**src/mips_exc_cfg.svh**
```systemverilog
`ifndef MIPS_EXC_CFG_SVH
`define MIPS_EXC_CFG_SVH

// Exception base while Status.BEV is set
`define EXC_BOOT_BASE    32'hBFC0_0200

`define EXC_OFS_REFILL   32'h0000_0000
`define EXC_OFS_GENERAL  32'h0000_0180
`define EXC_OFS_INT      32'h0000_0200

// Wishbone word indices of the CP0 registers
`define CP0_ADDR_W       3
`define CP0_IDX_STATUS   3'd0
`define CP0_IDX_CAUSE    3'd1
`define CP0_IDX_EPC      3'd2
`define CP0_IDX_BADVADDR 3'd3
`define CP0_IDX_EBASE    3'd4
`define CP0_IDX_ENTRYHI  3'd5

// Writable field positions
`define ST_BEV_BIT       22
`define ST_IM_HI         15
`define ST_IM_LO         8
`define ST_ERL_BIT       2
`define ST_EXL_BIT       1
`define ST_IE_BIT        0
`define CA_IV_BIT        23
`define CA_SWIP_HI       9
`define CA_SWIP_LO       8
`define EBASE_LO         12
`define ASID_HI          7

`endif

```
**src/mips_exc_pkg.sv**
```systemverilog
package mips_exc_pkg;

    typedef enum logic [4:0] {
        EXC_INT  = 5'h00,
        EXC_MOD  = 5'h01,
        EXC_TLBL = 5'h02,
        EXC_TLBS = 5'h03,
        EXC_ADEL = 5'h04,
        EXC_ADES = 5'h05,
        EXC_SYS  = 5'h08,
        EXC_RI   = 5'h0a,
        EXC_CPU  = 5'h0b,
        EXC_OV   = 5'h0c
    } exc_code_e;

    // Fault flags of the committing instruction
    typedef struct packed {
        logic iaddr_illegal;
        logic iaddr_miss;
        logic iaddr_invalid;
        logic syscall;
        logic invalid_inst;
        logic priv_inst;    // CpU
        logic overflow;
        logic eret;
        logic daddr_illegal;
        logic daddr_miss;
        logic daddr_invalid;
        logic daddr_dirty;
        logic data_we;      // Store access
    } exc_flags_t;

    typedef struct packed {
        logic        valid;
        exc_flags_t  flags;
        logic [31:0] pc;
        logic [31:0] vaddr;
        logic        in_delayslot;
        logic [7:0]  if_asid;
        logic [7:0]  mm_asid;
    } commit_t;

    typedef struct packed {
        logic        flush;
        logic        wr_exp;
        logic        clean_exl;
        exc_code_e   code;
        logic        bd;         // Faulting instruction in a delay slot
        logic [31:0] epc;
        logic [31:0] bad_vaddr;
        logic [31:0] new_pc;
        logic [7:0]  asid;
        logic        asid_valid;
    } exc_result_t;

    typedef struct packed {
        logic [8:0] zero_31_23;
        logic       bev;
        logic [5:0] zero_21_16;
        logic [7:0] im;
        logic [4:0] zero_7_3;
        logic       erl;
        logic       exl;
        logic       ie;
    } cp0_status_t;

    typedef struct packed {
        logic       bd;
        logic [6:0] zero_30_24;
        logic       iv;
        logic [6:0] zero_22_16;
        logic [7:0] ip;         // 7:2 hardware, 1:0 software
        logic       zero_7;
        exc_code_e  exc_code;
        logic [1:0] zero_1_0;
    } cp0_cause_t;

endpackage

```
**src/exception.sv**
```systemverilog
`timescale 1ns/1ps
`include "mips_exc_cfg.svh"

module exception import mips_exc_pkg::*; (
    input  commit_t     commit,
    input  cp0_status_t status,
    input  logic [7:0]  int_pend,
    input  logic        int_vec_sel,
    input  logic [19:0] ebase,
    input  logic [31:0] epc_in,
    output exc_result_t res
);

    exc_flags_t  f;
    logic [31:0] exc_base;
    logic        int_ok;
    logic        take_int;
    logic [31:0] refill_pc;

    assign f        = commit.flags;
    assign exc_base = status.bev ? `EXC_BOOT_BASE : {ebase, 12'h000};
    assign int_ok   = status.ie & ~status.exl & ~status.erl;
    assign take_int = int_ok & (|int_pend);    // int_pend already masked by IM

    // Nested TLB miss goes to the general vector
    assign refill_pc = status.exl ? exc_base + `EXC_OFS_GENERAL
                                  : exc_base + `EXC_OFS_REFILL;

    always_comb begin
        res            = '0;
        res.code       = EXC_INT;
        res.flush      = 1'b1;
        res.wr_exp     = 1'b1;
        res.bd         = commit.in_delayslot;
        res.epc        = commit.in_delayslot ? commit.pc - 32'd4 : commit.pc;
        res.new_pc     = exc_base + `EXC_OFS_GENERAL;

        if (!commit.valid) begin
            res.flush  = 1'b0;
            res.wr_exp = 1'b0;
        end else if (take_int) begin
            if (int_vec_sel)
                res.new_pc = exc_base + `EXC_OFS_INT;
        end else if (f.iaddr_illegal) begin
            res.code      = EXC_ADEL;
            res.bad_vaddr = commit.pc;
        end else if (f.iaddr_miss) begin
            res.code       = EXC_TLBL;
            res.bad_vaddr  = commit.pc;
            res.new_pc     = refill_pc;
            res.asid       = commit.if_asid;
            res.asid_valid = 1'b1;
        end else if (f.iaddr_invalid) begin
            res.code       = EXC_TLBL;
            res.bad_vaddr  = commit.pc;
            res.asid       = commit.if_asid;
            res.asid_valid = 1'b1;
        end else if (f.syscall) begin
            res.code = EXC_SYS;
        end else if (f.invalid_inst) begin
            res.code = EXC_RI;
        end else if (f.priv_inst) begin
            res.code = EXC_CPU;
        end else if (f.overflow) begin
            res.code = EXC_OV;
        end else if (f.eret) begin
            // Return only, no CP0 capture
            res.wr_exp    = 1'b0;
            res.clean_exl = 1'b1;
            res.new_pc    = epc_in;
        end else if (f.daddr_illegal) begin
            res.code      = f.data_we ? EXC_ADES : EXC_ADEL;
            res.bad_vaddr = commit.vaddr;
        end else if (f.daddr_miss) begin
            res.code       = f.data_we ? EXC_TLBS : EXC_TLBL;
            res.bad_vaddr  = commit.vaddr;
            res.new_pc     = refill_pc;
            res.asid       = commit.mm_asid;
            res.asid_valid = 1'b1;
        end else if (f.daddr_invalid) begin
            res.code       = f.data_we ? EXC_TLBS : EXC_TLBL;
            res.bad_vaddr  = commit.vaddr;
            res.asid       = commit.mm_asid;
            res.asid_valid = 1'b1;
        end else if (f.daddr_dirty) begin
            res.code       = EXC_MOD;
            res.bad_vaddr  = commit.vaddr;
            res.asid       = commit.mm_asid;
            res.asid_valid = 1'b1;
        end else begin
            res.flush  = 1'b0;
            res.wr_exp = 1'b0;
        end
    end

    // An idle commit slot must never redirect the pipeline
    always_comb begin
        if (!commit.valid)
            assert (!res.flush) else $error("flush raised without a valid commit");
    end

endmodule

```
**src/cp0_regs.sv**
```systemverilog
`timescale 1ns/1ps
`include "mips_exc_cfg.svh"

module cp0_regs import mips_exc_pkg::*; (
    input  logic                   clk,
    input  logic                   rst_n,
    input  exc_result_t            res,
    input  logic [5:0]             hw_int,
    input  logic                   wb_cyc,
    input  logic                   wb_stb,
    input  logic                   wb_we,
    input  logic [`CP0_ADDR_W-1:0] wb_adr,
    input  logic [31:0]            wb_dat_w,
    output logic [31:0]            wb_dat_r,
    output logic                   wb_ack,
    output cp0_status_t            status,
    output logic [7:0]             int_pend,
    output logic                   int_vec_sel,
    output logic [19:0]            ebase,
    output logic [31:0]            epc
);

    cp0_status_t status_q;
    cp0_cause_t  cause_q;
    logic [31:0] epc_q;
    logic [31:0] badvaddr_q;
    logic [19:0] ebase_q;
    logic [7:0]  asid_q;
    logic        ack_q;
    logic [31:0] rdata_q;
    logic [31:0] rd_mux;
    logic        bus_req;
    logic        bus_wr;
    logic        has_addr;

    // New request only outside the ack cycle
    assign bus_req = wb_cyc & wb_stb & ~ack_q;
    assign bus_wr  = bus_req & wb_we;

    always_comb begin
        case (res.code)
            EXC_MOD, EXC_TLBL, EXC_TLBS, EXC_ADEL, EXC_ADES: has_addr = 1'b1;
            default: has_addr = 1'b0;
        endcase
    end

    always_comb begin
        case (wb_adr)
            `CP0_IDX_STATUS:   rd_mux = status_q;
            `CP0_IDX_CAUSE:    rd_mux = cause_q;
            `CP0_IDX_EPC:      rd_mux = epc_q;
            `CP0_IDX_BADVADDR: rd_mux = badvaddr_q;
            `CP0_IDX_EBASE:    rd_mux = {ebase_q, 12'h000};
            `CP0_IDX_ENTRYHI:  rd_mux = {24'h0, asid_q};
            default:           rd_mux = 32'h0;
        endcase
    end

    always_ff @(posedge clk) begin
        if (!rst_n) begin
            ack_q <= 1'b0;
        end else begin
            ack_q <= bus_req;
        end
    end

    always_ff @(posedge clk) begin
        if (bus_req)
            rdata_q <= rd_mux;    // Returned with ack
    end

    always_ff @(posedge clk) begin
        if (!rst_n) begin
            status_q     <= '0;
            status_q.bev <= 1'b1;
            cause_q      <= '0;
            epc_q        <= 32'h0;
            badvaddr_q   <= 32'h0;
            ebase_q      <= 20'h0;
            asid_q       <= 8'h0;
        end else begin
            cause_q.ip[7:2] <= hw_int;

            if (bus_wr) begin
                case (wb_adr)
                    `CP0_IDX_STATUS: begin
                        status_q.bev <= wb_dat_w[`ST_BEV_BIT];
                        status_q.im  <= wb_dat_w[`ST_IM_HI:`ST_IM_LO];
                        status_q.erl <= wb_dat_w[`ST_ERL_BIT];
                        status_q.exl <= wb_dat_w[`ST_EXL_BIT];
                        status_q.ie  <= wb_dat_w[`ST_IE_BIT];
                    end
                    `CP0_IDX_CAUSE: begin
                        cause_q.iv      <= wb_dat_w[`CA_IV_BIT];
                        cause_q.ip[1:0] <= wb_dat_w[`CA_SWIP_HI:`CA_SWIP_LO];
                    end
                    `CP0_IDX_EPC:     epc_q   <= wb_dat_w;
                    `CP0_IDX_EBASE:   ebase_q <= wb_dat_w[31:`EBASE_LO];
                    `CP0_IDX_ENTRYHI: asid_q  <= wb_dat_w[`ASID_HI:0];
                    default: ;
                endcase
            end

            // Exception side comes last and wins over the bus
            if (res.wr_exp) begin
                status_q.exl     <= 1'b1;
                cause_q.exc_code <= res.code;
                if (!status_q.exl) begin
                    epc_q      <= res.epc;
                    cause_q.bd <= res.bd;
                end
                if (has_addr)
                    badvaddr_q <= res.bad_vaddr;
                if (res.asid_valid)
                    asid_q <= res.asid;
            end

            if (res.clean_exl)
                status_q.exl <= 1'b0;    // ERET
        end
    end

    assign wb_ack      = ack_q;
    assign wb_dat_r    = rdata_q;
    assign status      = status_q;
    assign int_pend    = cause_q.ip & status_q.im;
    assign int_vec_sel = cause_q.iv;
    assign ebase       = ebase_q;
    assign epc         = epc_q;

    a_exp_eret_excl: assert property (@(posedge clk) disable iff (!rst_n)
        !(res.wr_exp && res.clean_exl));

    a_ack_in_cycle: assert property (@(posedge clk) disable iff (!rst_n)
        wb_ack |-> (wb_cyc && wb_stb));

endmodule

```
**src/exc_unit_top.sv**
```systemverilog
`timescale 1ns/1ps
`include "mips_exc_cfg.svh"

module exc_unit_top import mips_exc_pkg::*; (
    input  logic                   clk,
    input  logic                   rst_n,
    input  commit_t                commit,
    input  logic [5:0]             hw_int,
    input  logic                   wb_cyc,
    input  logic                   wb_stb,
    input  logic                   wb_we,
    input  logic [`CP0_ADDR_W-1:0] wb_adr,
    input  logic [31:0]            wb_dat_w,
    output logic [31:0]            wb_dat_r,
    output logic                   wb_ack,
    output logic                   flush,
    output logic [31:0]            new_pc
);

    exc_result_t res;
    cp0_status_t status;
    logic [7:0]  int_pend;
    logic        int_vec_sel;
    logic [19:0] ebase;
    logic [31:0] epc;

    // Same-cycle redirect from the commit point
    exception u_exception (
        .commit      (commit),
        .status      (status),
        .int_pend    (int_pend),
        .int_vec_sel (int_vec_sel),
        .ebase       (ebase),
        .epc_in      (epc),
        .res         (res)
    );

    cp0_regs u_cp0_regs (
        .clk         (clk),
        .rst_n       (rst_n),
        .res         (res),
        .hw_int      (hw_int),
        .wb_cyc      (wb_cyc),
        .wb_stb      (wb_stb),
        .wb_we       (wb_we),
        .wb_adr      (wb_adr),
        .wb_dat_w    (wb_dat_w),
        .wb_dat_r    (wb_dat_r),
        .wb_ack      (wb_ack),
        .status      (status),
        .int_pend    (int_pend),
        .int_vec_sel (int_vec_sel),
        .ebase       (ebase),
        .epc         (epc)
    );

    assign flush  = res.flush;
    assign new_pc = res.new_pc;

endmodule

```
**config.mk**
```make
export PLATFORM = sky130hd
export DESIGN_NAME = exc_unit_top
export DESIGN_NICKNAME = d
export VERILOG_FILES = /design/src/mips_exc_pkg.sv /design/src/exception.sv /design/src/cp0_regs.sv /design/src/exc_unit_top.sv
export VERILOG_INCLUDE_DIRS = /design/src /design/src/src
export SDC_FILE = /design/constraint.sdc
export NUM_CORES = 1
export LEC_CHECK = 0
export ABC_AREA = 1
export BUFFER_PORTS_ARGS = -buffer_cell sky130_fd_sc_hd__buf_4
export CORE_MARGIN = 4
export CORE_UTILIZATION = 27
export CTS_BUF_LIST = sky130_fd_sc_hd__clkbuf_8
export CTS_CLUSTER_SIZE = 24
export DETAILED_ROUTE_END_ITERATION = 6
export PLACE_DENSITY = 0.49
export SETUP_SLACK_MARGIN = 0.1
export SLEW_MARGIN = 0
export SYNTH_ARGS = -nofsm -noshare
export SYNTH_HDL_FRONTEND = slang
export SYNTH_SLANG_ARGS = --single-unit
```
**constraint.sdc**
```tcl
create_clock -name clk -period 3.2 [get_ports clk]
set_clock_uncertainty 0.15 [all_clocks]
set_input_delay 0.32 -clock clk [delete_from_list [all_inputs] [get_ports clk]]
set_output_delay 0.32 -clock clk [all_outputs]
set_load 0.1 [all_outputs]
```
# Yosys cells after proc, flatten, opt, wreduce, memory -nomap -nowiden
# Index checks and enable logic that the tools add are counted.
word_totals:
  register_bits: 152
  out_inout_bits: 66
op_classes:
  mux: 84
  add_sub_neg: 3
  reduce_logical: 12
  bitwise_logic: 11
  n_eq_ne: 10
ops:
  columns: ["cell", "n"]
  rows:
  - ["$mux 32", 20]
  - ["$mux 41", 12]
  - ["$mux 73", 6]
  - ["$pmux 32 s6", 1]
  - ["$mux 5", 11]
  - ["$mux 9", 6]
  - ["$mux 8", 5]
  - ["$add 32x10->32 const B", 1]
  - ["$add 32x9->32 const B", 1]
  - ["$sub 32x3->32 const B", 1]
  - ["$mux 3", 7]
  - ["$mux 2", 7]
  - ["$reduce_and 2->1", 6]
  - ["$eq 5x2->1 const B", 2]
  - ["$eq 5x3->1 const B", 2]
  - ["$and 8x8->8", 1]
  - ["$mux 1", 8]
  - ["$reduce_or 8->1", 1]
  - ["$and 1x1->1", 6]
  - ["$eq 3x2->1 const B", 2]
  - ["$eq 3x3->1 const B", 2]
  - ["$mux 6", 1]
  - ["$eq 5x1->1 const B", 1]
  - ["$reduce_or 5->1", 1]
  - ["other kinds (5)", 9]

# Depth between registers and ports, before layout
# Gate-level depths: netlist of run 1.
depth:
  ltp_word: 27
  ltp_mapped: 14

# Hierarchy
# Synthesis of run 1 repeated with hierarchy kept, for this count alone.
hier_totals:
  cells_unflattened: 1492
  hier_area_um2: 9510.4
by_module_without_submodules:
  columns: ["module", "seq_area_each_um2", "area_each_um2", "instances", "cells_per_inst"]
  rows:
  - ["cp0_regs", 3363.2, 7093.1, 1, 971]
  - ["exception", 0.0, 2417.3, 1, 521]

# Least setup slack after synthesis of run 1
# No wires, ideal clock.
synth_timing:
  kind: "reg2reg"
  startpoint: "reg u_cp0_regs.ack_q, in the netlist u_cp0_regs.wb_ack"
  endpoint: "reg u_cp0_regs.epc_q[16], in the netlist u_cp0_regs.epc[16]"
  setup_slack_ns: 0.240
  arrival_ns: 2.694
  period_less_slack_ns: 2.960
  stages_incl_launch_ff: 11
  n_path_buf: 2
  setup_time_ns: 0.116
  cell_sequence: "dfxtp_1 > inv_1 > nand3_1 > inv_1 > nand2_1 > nor2_1 > buf_4 > buf_2 > o21ai_0 > o21ai_0 > nor2_1"
synth_via:
  elab_chain_len: 6
synth_rtl:
  columns: ["element", "line_no", "text"]
  rows:
  - ["start, declared", "cp0_regs.sv:29", "logic ack_q;"]
  - ["start signal, assigned", "cp0_regs.sv:63", "ack_q <= bus_req;"]
  - ["$not 1->1 (*)", "cp0_regs.sv:37", "assign bus_req = wb_cyc & wb_stb & ~ack_q;"]
  - ["$and 1x1->1 (*)", "cp0_regs.sv:37", null]
  - ["named net u_cp0_regs.bus_req", "cp0_regs.sv:32", "logic bus_req;"]
  - ["$and 1x1->1 (*)", "cp0_regs.sv:38", "assign bus_wr = bus_req & wb_we;"]
  - ["$mux 32 (*)", "cp0_regs.sv:84", "if (bus_wr) begin"]
  - ["$mux 32", "cp0_regs.sv:108", "if (!status_q.exl) begin"]
  - ["$mux 32 (*)", "cp0_regs.sv:105", "if (res.wr_exp) begin"]
  - ["end signal, assigned", "cp0_regs.sv:97", "`CP0_IDX_EPC: epc_q <= wb_dat_w;"]
  - ["end signal, assigned", "cp0_regs.sv:109", "epc_q <= res.epc;"]
  - ["end, declared", "cp0_regs.sv:25", "logic [31:0] epc_q;"]
# The timed path passes the listed nets; every way through them passes the cells marked *.
# A chain may end at the register's enable or synchronous reset.

# Worst setup path after layout of run 1
layout_timing:
  startpoint: "reg u_cp0_regs.status_q (netlist bit u_cp0_regs.status[15])"
  endpoint: "out new_pc[16]"
layout_via:
  elab_chain_len: 5
layout_rtl:
  columns: ["element", "line_no", "text"]
  rows:
  - ["start, declared", "cp0_regs.sv:23", "cp0_status_t status_q;"]
  - ["$and 8x8->8", "cp0_regs.sv:126", "assign int_pend = cause_q.ip & status_q.im;"]
  - ["$reduce_or 8->1", "exception.sv:23", "assign take_int = int_ok & (|int_pend);"]
  - ["$and 1x1->1", "exception.sv:23", null]
  - ["$mux 32", "exception.sv:41", "end else if (take_int) begin"]
  - ["$mux 73", "exception.sv:38", "if (!commit.valid) begin"]
  - ["end, declared", "exc_unit_top.sv:17", "output logic [31:0] new_pc"]
# Every way passes these cells.

==> impl_results.md, run 1 <==
* Finished Core Util at between 30% and 40%
* DR vias/cell at around 4.7
* Area contributors post-synth: dfxtp_1 (27%), nand2_1 (12%), edfxtp_1 (11%), nor2_1 (7.6%), o21ai_0 (6.4%)
* Die width at between 150 and 200 um
* Pwr/cell area at 396 nW/um^2
* Vias at about 9200
* Setup CP Type: flip-flop to output port
* CP peak stage delay at 430 ps
* Worst-Skew Late Latency at approximately 460 ps
* TritonCTS Buffers at 17
* GRT Total Usage at about a fifth
* Max_cap viols at 0
* Number of I/O port buffers at about 200
* Final-report max-slew violation count at 0
* Synth warnings at 0
* PnR worst setup slack at ~210 ps
* Worst Path Max Fanout at 14
* Worst-margin pin slew at 774 ps
* Largest net degree at the start of global routing at a little over 60
* Top-area cell type share of the netlist area at a little over a quarter
* GP Congestion at ~0.88
* Critical Path Slowest Stage Cell: o21ai_0
* Tcrit/Tclk final at 93.3%
* Filler cell count at about 3500
* Final #Nets at about 1600
* CTS sink count at 151
* Hold path start: wb_dat_w[17]
* Synthesized area at 8820 um^2
* Crit. End Element: output port
* Multi-input gate area at 4340 um^2
* WHS at a little under 40 ps
* Avg WL per Cell at roughly 18 um
* #FFs+latches synth at around 150
* Cell taking the most area after synthesis: dfxtp_1
* Reg2reg start: u_cp0_regs.status[15]$_SDFFE_PN0P_
* Worst-path clk slew at 90 ps
* Number of post-CTS setup repair buffers at 0
* Detailed router's first-iteration violation count at ~710
* Final Hold Fails at 0
* Number of global-route vias before repair at just under 9000
* Total Power at 4.50 mW
* Initial antenna violation count at 1
* HPWL after detailed placement at approximately 27000 um
* Worst setup SP type: flip-flop
* Outcome: completed
* Post-layout minimum cycle time at between 2000 and 3000 ps
* Setup Slack @ Placement at around 530 ps
* Leak at between 5 and 6 nW
* Final Cell Area at approximately 11000 um^2
* Fin Setup TNS at 0 ps
* WP data required at 2730 ps
* Crit-path cells: nand2_1 > nand2_1 > nor2_1 > nand2_1 > nand2_4 > nand3_1 > buf_4 > o21ai_0 > buf_4
* First-pass GRT wire length at ~52000 um
* Syn_nets at approximately 1500
* Register area at 3340 um^2
* Highest Clock Rate at roughly 0.33 GHz
* First-pass DRT Iterations at 5
* Core footprint at roughly 32000 um^2
* Die Ht at 189 um
* Most frequent CP cell: nand2_1
* Max-slew headroom at about half
* Root Buffer: clkbuf_8
* DRT Wirelength at 34700 um
* Std-Cell Rows at 65
* Worst Hold Class: primary input to flip-flop
* Syn_area_per_cell at ~6.7 um^2
* # IOs at 207
* CTS Buffer Depth at 2
* Area delta synth->final at 28.6%
* Non-filler instance count after layout at 1938
* RSZ-0062 raised after global routing: true
* DR DRC count at 0
* Starting Density at between 20% and 30%
* CTS H-tree lvls at 4
* GR Overflow Total at 0
* Die area at 35600 um^2
* Maximum VDD drop at slightly below 0.2 mV
* Mapped Cells at 1309
* Final setup viols at 0
* DRT antenna net count at 0
* CTS tree: done
* Ratio of cells with drive above 1 in the final layout at about 20%
* Placed Area at approximately 11000 um^2
* Synth cell types at 40
* Worst Path Arrival at between 2000 and 3000 ps
* CP startpoint: u_cp0_regs.status[15]$_SDFFE_PN0P_
* Placed Cells at between 1500 and 2000
* Seq/Total Area, Yosys at around 38%
sequential cells by signal (all words and copies together) (netlist names):
name	flops
u_cp0_regs.ebase	20
u_cp0_regs.status	12
u_cp0_regs.badvaddr_q	32
u_cp0_regs.asid_q	8
u_cp0_regs.cause_q	13
u_cp0_regs.wb_ack	1
u_cp0_regs.epc	32
u_cp0_regs.wb_dat_r	32
u_cp0_regs.int_vec_sel	1
logic make-up after synthesis:
| group | count (synthesis) | share of synthesized area [%] |
|---|---|---|
| AO/OA/AOI/OAI | 279 | 17.8 |
| XOR/XNOR | 19 | 1.89 |
| adder cells (fa/ha/maj) | 2 | 0.284 |
| buffers and inverters | 263 | 13.4 |
| flip-flops | 151 | 37.9 |
| multiplexers | 4 | 0.454 |
| AND/OR/NAND/NOR | 591 | 28.2 |
critical path, delay by kind of cell (launching register included):
kind                   cells  cell delay (ps)
and+or+nand+nor            6              700
buffers and inverters      2              600
AOI/OAI and AO/OA          1              430
DFF                        1              330
routing by layer:
layer | up-vias | wire length (um) | global-route usage (%)
met1 | 4216 | 17400 | 28.7
met3 | 23 | 2070 | 3.37
met4 | 0 | 370 | 4.09
met2 | 301 | 14900 | 27.9
li1 | 4611 | - | -
met5 | - | 0 | 0
layout make-up:
type                            count  share of cell area (%)
Timing Repair Buffer              263                    18.7
Clock inverter                     13                    1.10
Clock buffer                       19                    2.31
Inverter                          161                    5.37
Tap cell                          435                    4.80
Multi-Input combinational cell    895                    38.2
Antenna cell                        1                  0.0221
Sequential cell                   151                    29.5
cell usage in the layout (no fill, tap or decap), drive strengths merged, types with 8 or more instances in the layout:
cell         netlist  layout
a21oi             85      85
buf               76     227
clkbuf            26      22
clkinv             2      11
dfxtp            119     119
dlygate4sd3        0      33
edfxtp            32      32
inv              159     160
nand2            290     290
nand3             86      86
nand4             10      10
nor2             185     185
nor3              13      13
o211ai            12      12
o21ai            116     116
o22ai             30      30
o31ai              8       8
xor2              19      19
synth_stat cells (all sizes together):
| cell type | number |
|---|---|
| o21bai | 1 |
| mux2i | 4 |
| a22oi | 7 |
| xor2 | 19 |
| o211ai | 12 |
| nor4 | 5 |
| o21ai | 116 |
| nor2 | 185 |
| a21oi | 85 |
| edfxtp | 32 |
| a221oi | 3 |
| ha | 2 |
| buf | 76 |
| nand3 | 86 |
| dfxtp | 119 |
| o22ai | 30 |
| o31ai | 8 |
| nand4 | 10 |
| o2111ai | 7 |
| nand3b | 2 |
| inv | 159 |
| nand2 | 290 |
| clkbuf | 26 |
| a31oi | 3 |
| o221ai | 7 |
| clkinv | 2 |
| nor3 | 13 |
power by group:
group / switching, mW / leakage (nW) / total [mW] / internal, mW
logic: 0.615 / 3.57 / 0.947 / 0.332
clock network: 0.785 / 0.192 / 1.45 / 0.663
registers: 0.0589 / 1.29 / 2.10 / 2.04
total: 1.46 / 5.05 / 4.50 / 3.04
timing repair:
item                                   in CTS  in global routing
setup endpoints to repair                  11                 18
endpoints found under the hold margin      35                  0
resized for setup                           3                 20
hold buffers                               33                  0
worst paths after layout:
kind | endpoint | slack (ps) | cells past startpoint
worst min register to register | u_cp0_regs.cause_q[5]$_SDFFE_PN0N_ | 320 | 2
worst max-delay path | new_pc[16] | 210 | 9
worst max register to register | u_cp0_regs.badvaddr_q[23]$_SDFFE_PN0P_ | 680 | 14
worst min-delay path | u_cp0_regs.ebase[5]$_SDFFE_PN0P_ | 40 | 3
Power figures use the tool's default switching activity.
==> run 2, diff against run 1 <==
--- a/config.mk
+++ b/config.mk
@@ -13,7 +13,9 @@
 export CTS_BUF_LIST = sky130_fd_sc_hd__clkbuf_8
 export CTS_CLUSTER_SIZE = 24
 export DETAILED_ROUTE_END_ITERATION = 6
+export GPL_ROUTABILITY_DRIVEN = 0
 export PLACE_DENSITY = 0.49
+export RECOVER_POWER = 100
 export SETUP_SLACK_MARGIN = 0.1
 export SLEW_MARGIN = 0
 export SYNTH_ARGS = -nofsm -noshare
==> impl_results.md, run 2 (synthesis results as in run 1) <==
* Sw Share at 31.7%
* Leak at between 4 and 5 nW
* Final-report max-slew violation count at 66
* Core footprint at 31900 um^2
* Worst-margin pin slew at roughly 2000 ps
* Std-Cell Rows at 65
* Worst Path Arrival at around 2600 ps
* First-pass DRT Iterations at 5
* Highest Clock Rate at 0.330 GHz
* Ant diodes at 0
* Area delta synth->final at 25.9%
* Root Buffer: clkbuf_8
* Crit. End Element: output port
* Total Power at 4.62 mW
* CTS tree: done
* RSZ-0062 raised after global routing: false
* Number of I/O port buffers at approximately 210
* Ratio of cells with drive above 1 in the final layout at between 15 and 20%
* Initial antenna violation count at 0
* Starting Density at around 28%
* DRT Wirelength at 35300 um
* Outcome: complete, but fails checks
* DR DRC count at 0
* P_int at ~3.2 mW
* Avg WL per Cell at between 15 and 20 um
* Worst setup SP type: flip-flop
* GR Overflow Total at 0
* Detailed router's first-iteration violation count at 746
* CTS sink count at ~150
* Post-layout minimum cycle time at between 3000 and 4000 ps
* Die Ht at 189 um
* GRT Total Usage at 19.3%
* Comb pwr share at 20.2%
* Die area at 35600 um^2
* CTS Buffer Depth at 2
* Net Sw Power at between 1 and 1.5 mW
* Pwr/cell area at 416 nW/um^2
* First-pass GRT wire length at around 54000 um
* WP data required at about 2700 ps
* Number of post-CTS setup repair buffers at 0
* Final Hold Fails at 0
* Max_cap viols at 2
* CTS H-tree lvls at 4
* Largest net degree at the start of global routing at just over 80
* Final #Nets at around 1600
* Die width at ~190 um
* Clock share of power at 34.3%
* HPWL after detailed placement at around 27000 um
* Worst Path Max Fanout at 14
* Maximum VDD drop at about 0.23 mV
* # IOs at roughly 210
* Worst-Skew Late Latency at 460 ps
* Final setup viols at 0
* Number of global-route vias before repair at a little under 9000
* Max-slew headroom at -30.1%
* Vias at 9286
* DRT antenna net count at 0
* TritonCTS Buffers at 17
* Sequential power share at between 40 and 50%
* Worst-path clk slew at roughly 100 ps
* DR vias/cell at 4.79
* Commonest non-fill, non-tap cell in the layout: nand2_1
* Worst Hold Class: primary input to flip-flop
* Failing checks: max-capacitance violations, max-slew violations
* Commonest cells after routing, fill and taps aside: nand2_1 (287), nor2_1 (177), inv_1 (152), buf_4 (151), dfxtp_1 (119)
* Fin Setup TNS at 0 ps
* Tcrit/Tclk final at between 90% and 100%
* Setup CP Type: flip-flop to output port
[run 2: cell count changes in the layout (fill, tap and decap cells not counted), sizes merged]
cell,change
bufinv,+2
clkinv,-4
inv,+3
diode,-1
buf,-63
clkbuf,+63
[run 2: worst paths after layout]
path / cells past startpoint / start / to / slack, ps
setup / recovery: 9 / u_cp0_regs.status[12]$_SDFFE_PN0P_ / new_pc[16] / 170
hold / removal: 3 / wb_dat_w[17] / u_cp0_regs.ebase[5]$_SDFFE_PN0P_ / 40
setup reg to reg: 11 / u_cp0_regs.status[12]$_SDFFE_PN0P_ / u_cp0_regs.epc[2]$_SDFF_PN0_ / 400
hold reg to reg: 2 / u_cp0_regs.cause_q[5]$_SDFFE_PN0N_ / u_cp0_regs.cause_q[5]$_SDFFE_PN0N_ / 320
[run 2: power by group through the flow]
stage          clock, mW  sequential, mW  combinational, mW
2_1_floorplan          0            2.24              0.443
3_3_place_gp           0            2.14              0.914
3_5_place_dp           0            2.15              0.913
4_1_cts             1.61            2.10              0.951
5_1_grt             1.68            2.11               1.02
6_report            1.58            2.10              0.931
[run 2: final cells by class]
cell class                 count  area, um^2
fill                        3564       20800
multi-input combinational    895        4310
sequential                   151        3340
timing repair buffer         264        1880
inverter                     161         607
tap                          435         544
clock buffer                  18         248
clock inverter                14         176
[run 2: metal layers]
metal,track usage (%),routed length [um],up-vias
met4,3.98,449,0
li1,-,-,4611
met5,0,0,-
met3,3.41,2230,30
met2,28.7,15200,340
met1,29.1,17500,4305
[run 2: worst max-delay path, cell delays in order, from the launching register on]
cell and delay, ps:
dfxtp_1 340, nand2_1 60, nand2_1 50, nor2_1 120, nand2_1 160, nand2_2 170, nand3_1 90, buf_4 210
o21ai_0 440, clkbuf_4 450
[run 2: through the flow]
stage / cell area, um^2 / util (%) / instances / hold slack (ps) / setup WS, ps
floorplan: 8820 / - / 1309 / 268 / 240
global placement: 10600 / 33.1 / 1873 / 304 / 490
detailed placement: 10600 / 33.1 / 1873 / 306 / 467
CTS: 11300 / 35.5 / 1938 / 4.08 / 110
global route: 11100 / 34.8 / 1938 / 30.4 / 63.6
finish: 11100 / 34.8 / 1938 / 35.7 / 167
[run 2: timing repair]
action                                  4_1_cts  5_1_grt
endpoints found under the setup margin        9        7
resized for setup                             2        6
hold buffers                                 33        0
endpoints found under the hold margin        37        0
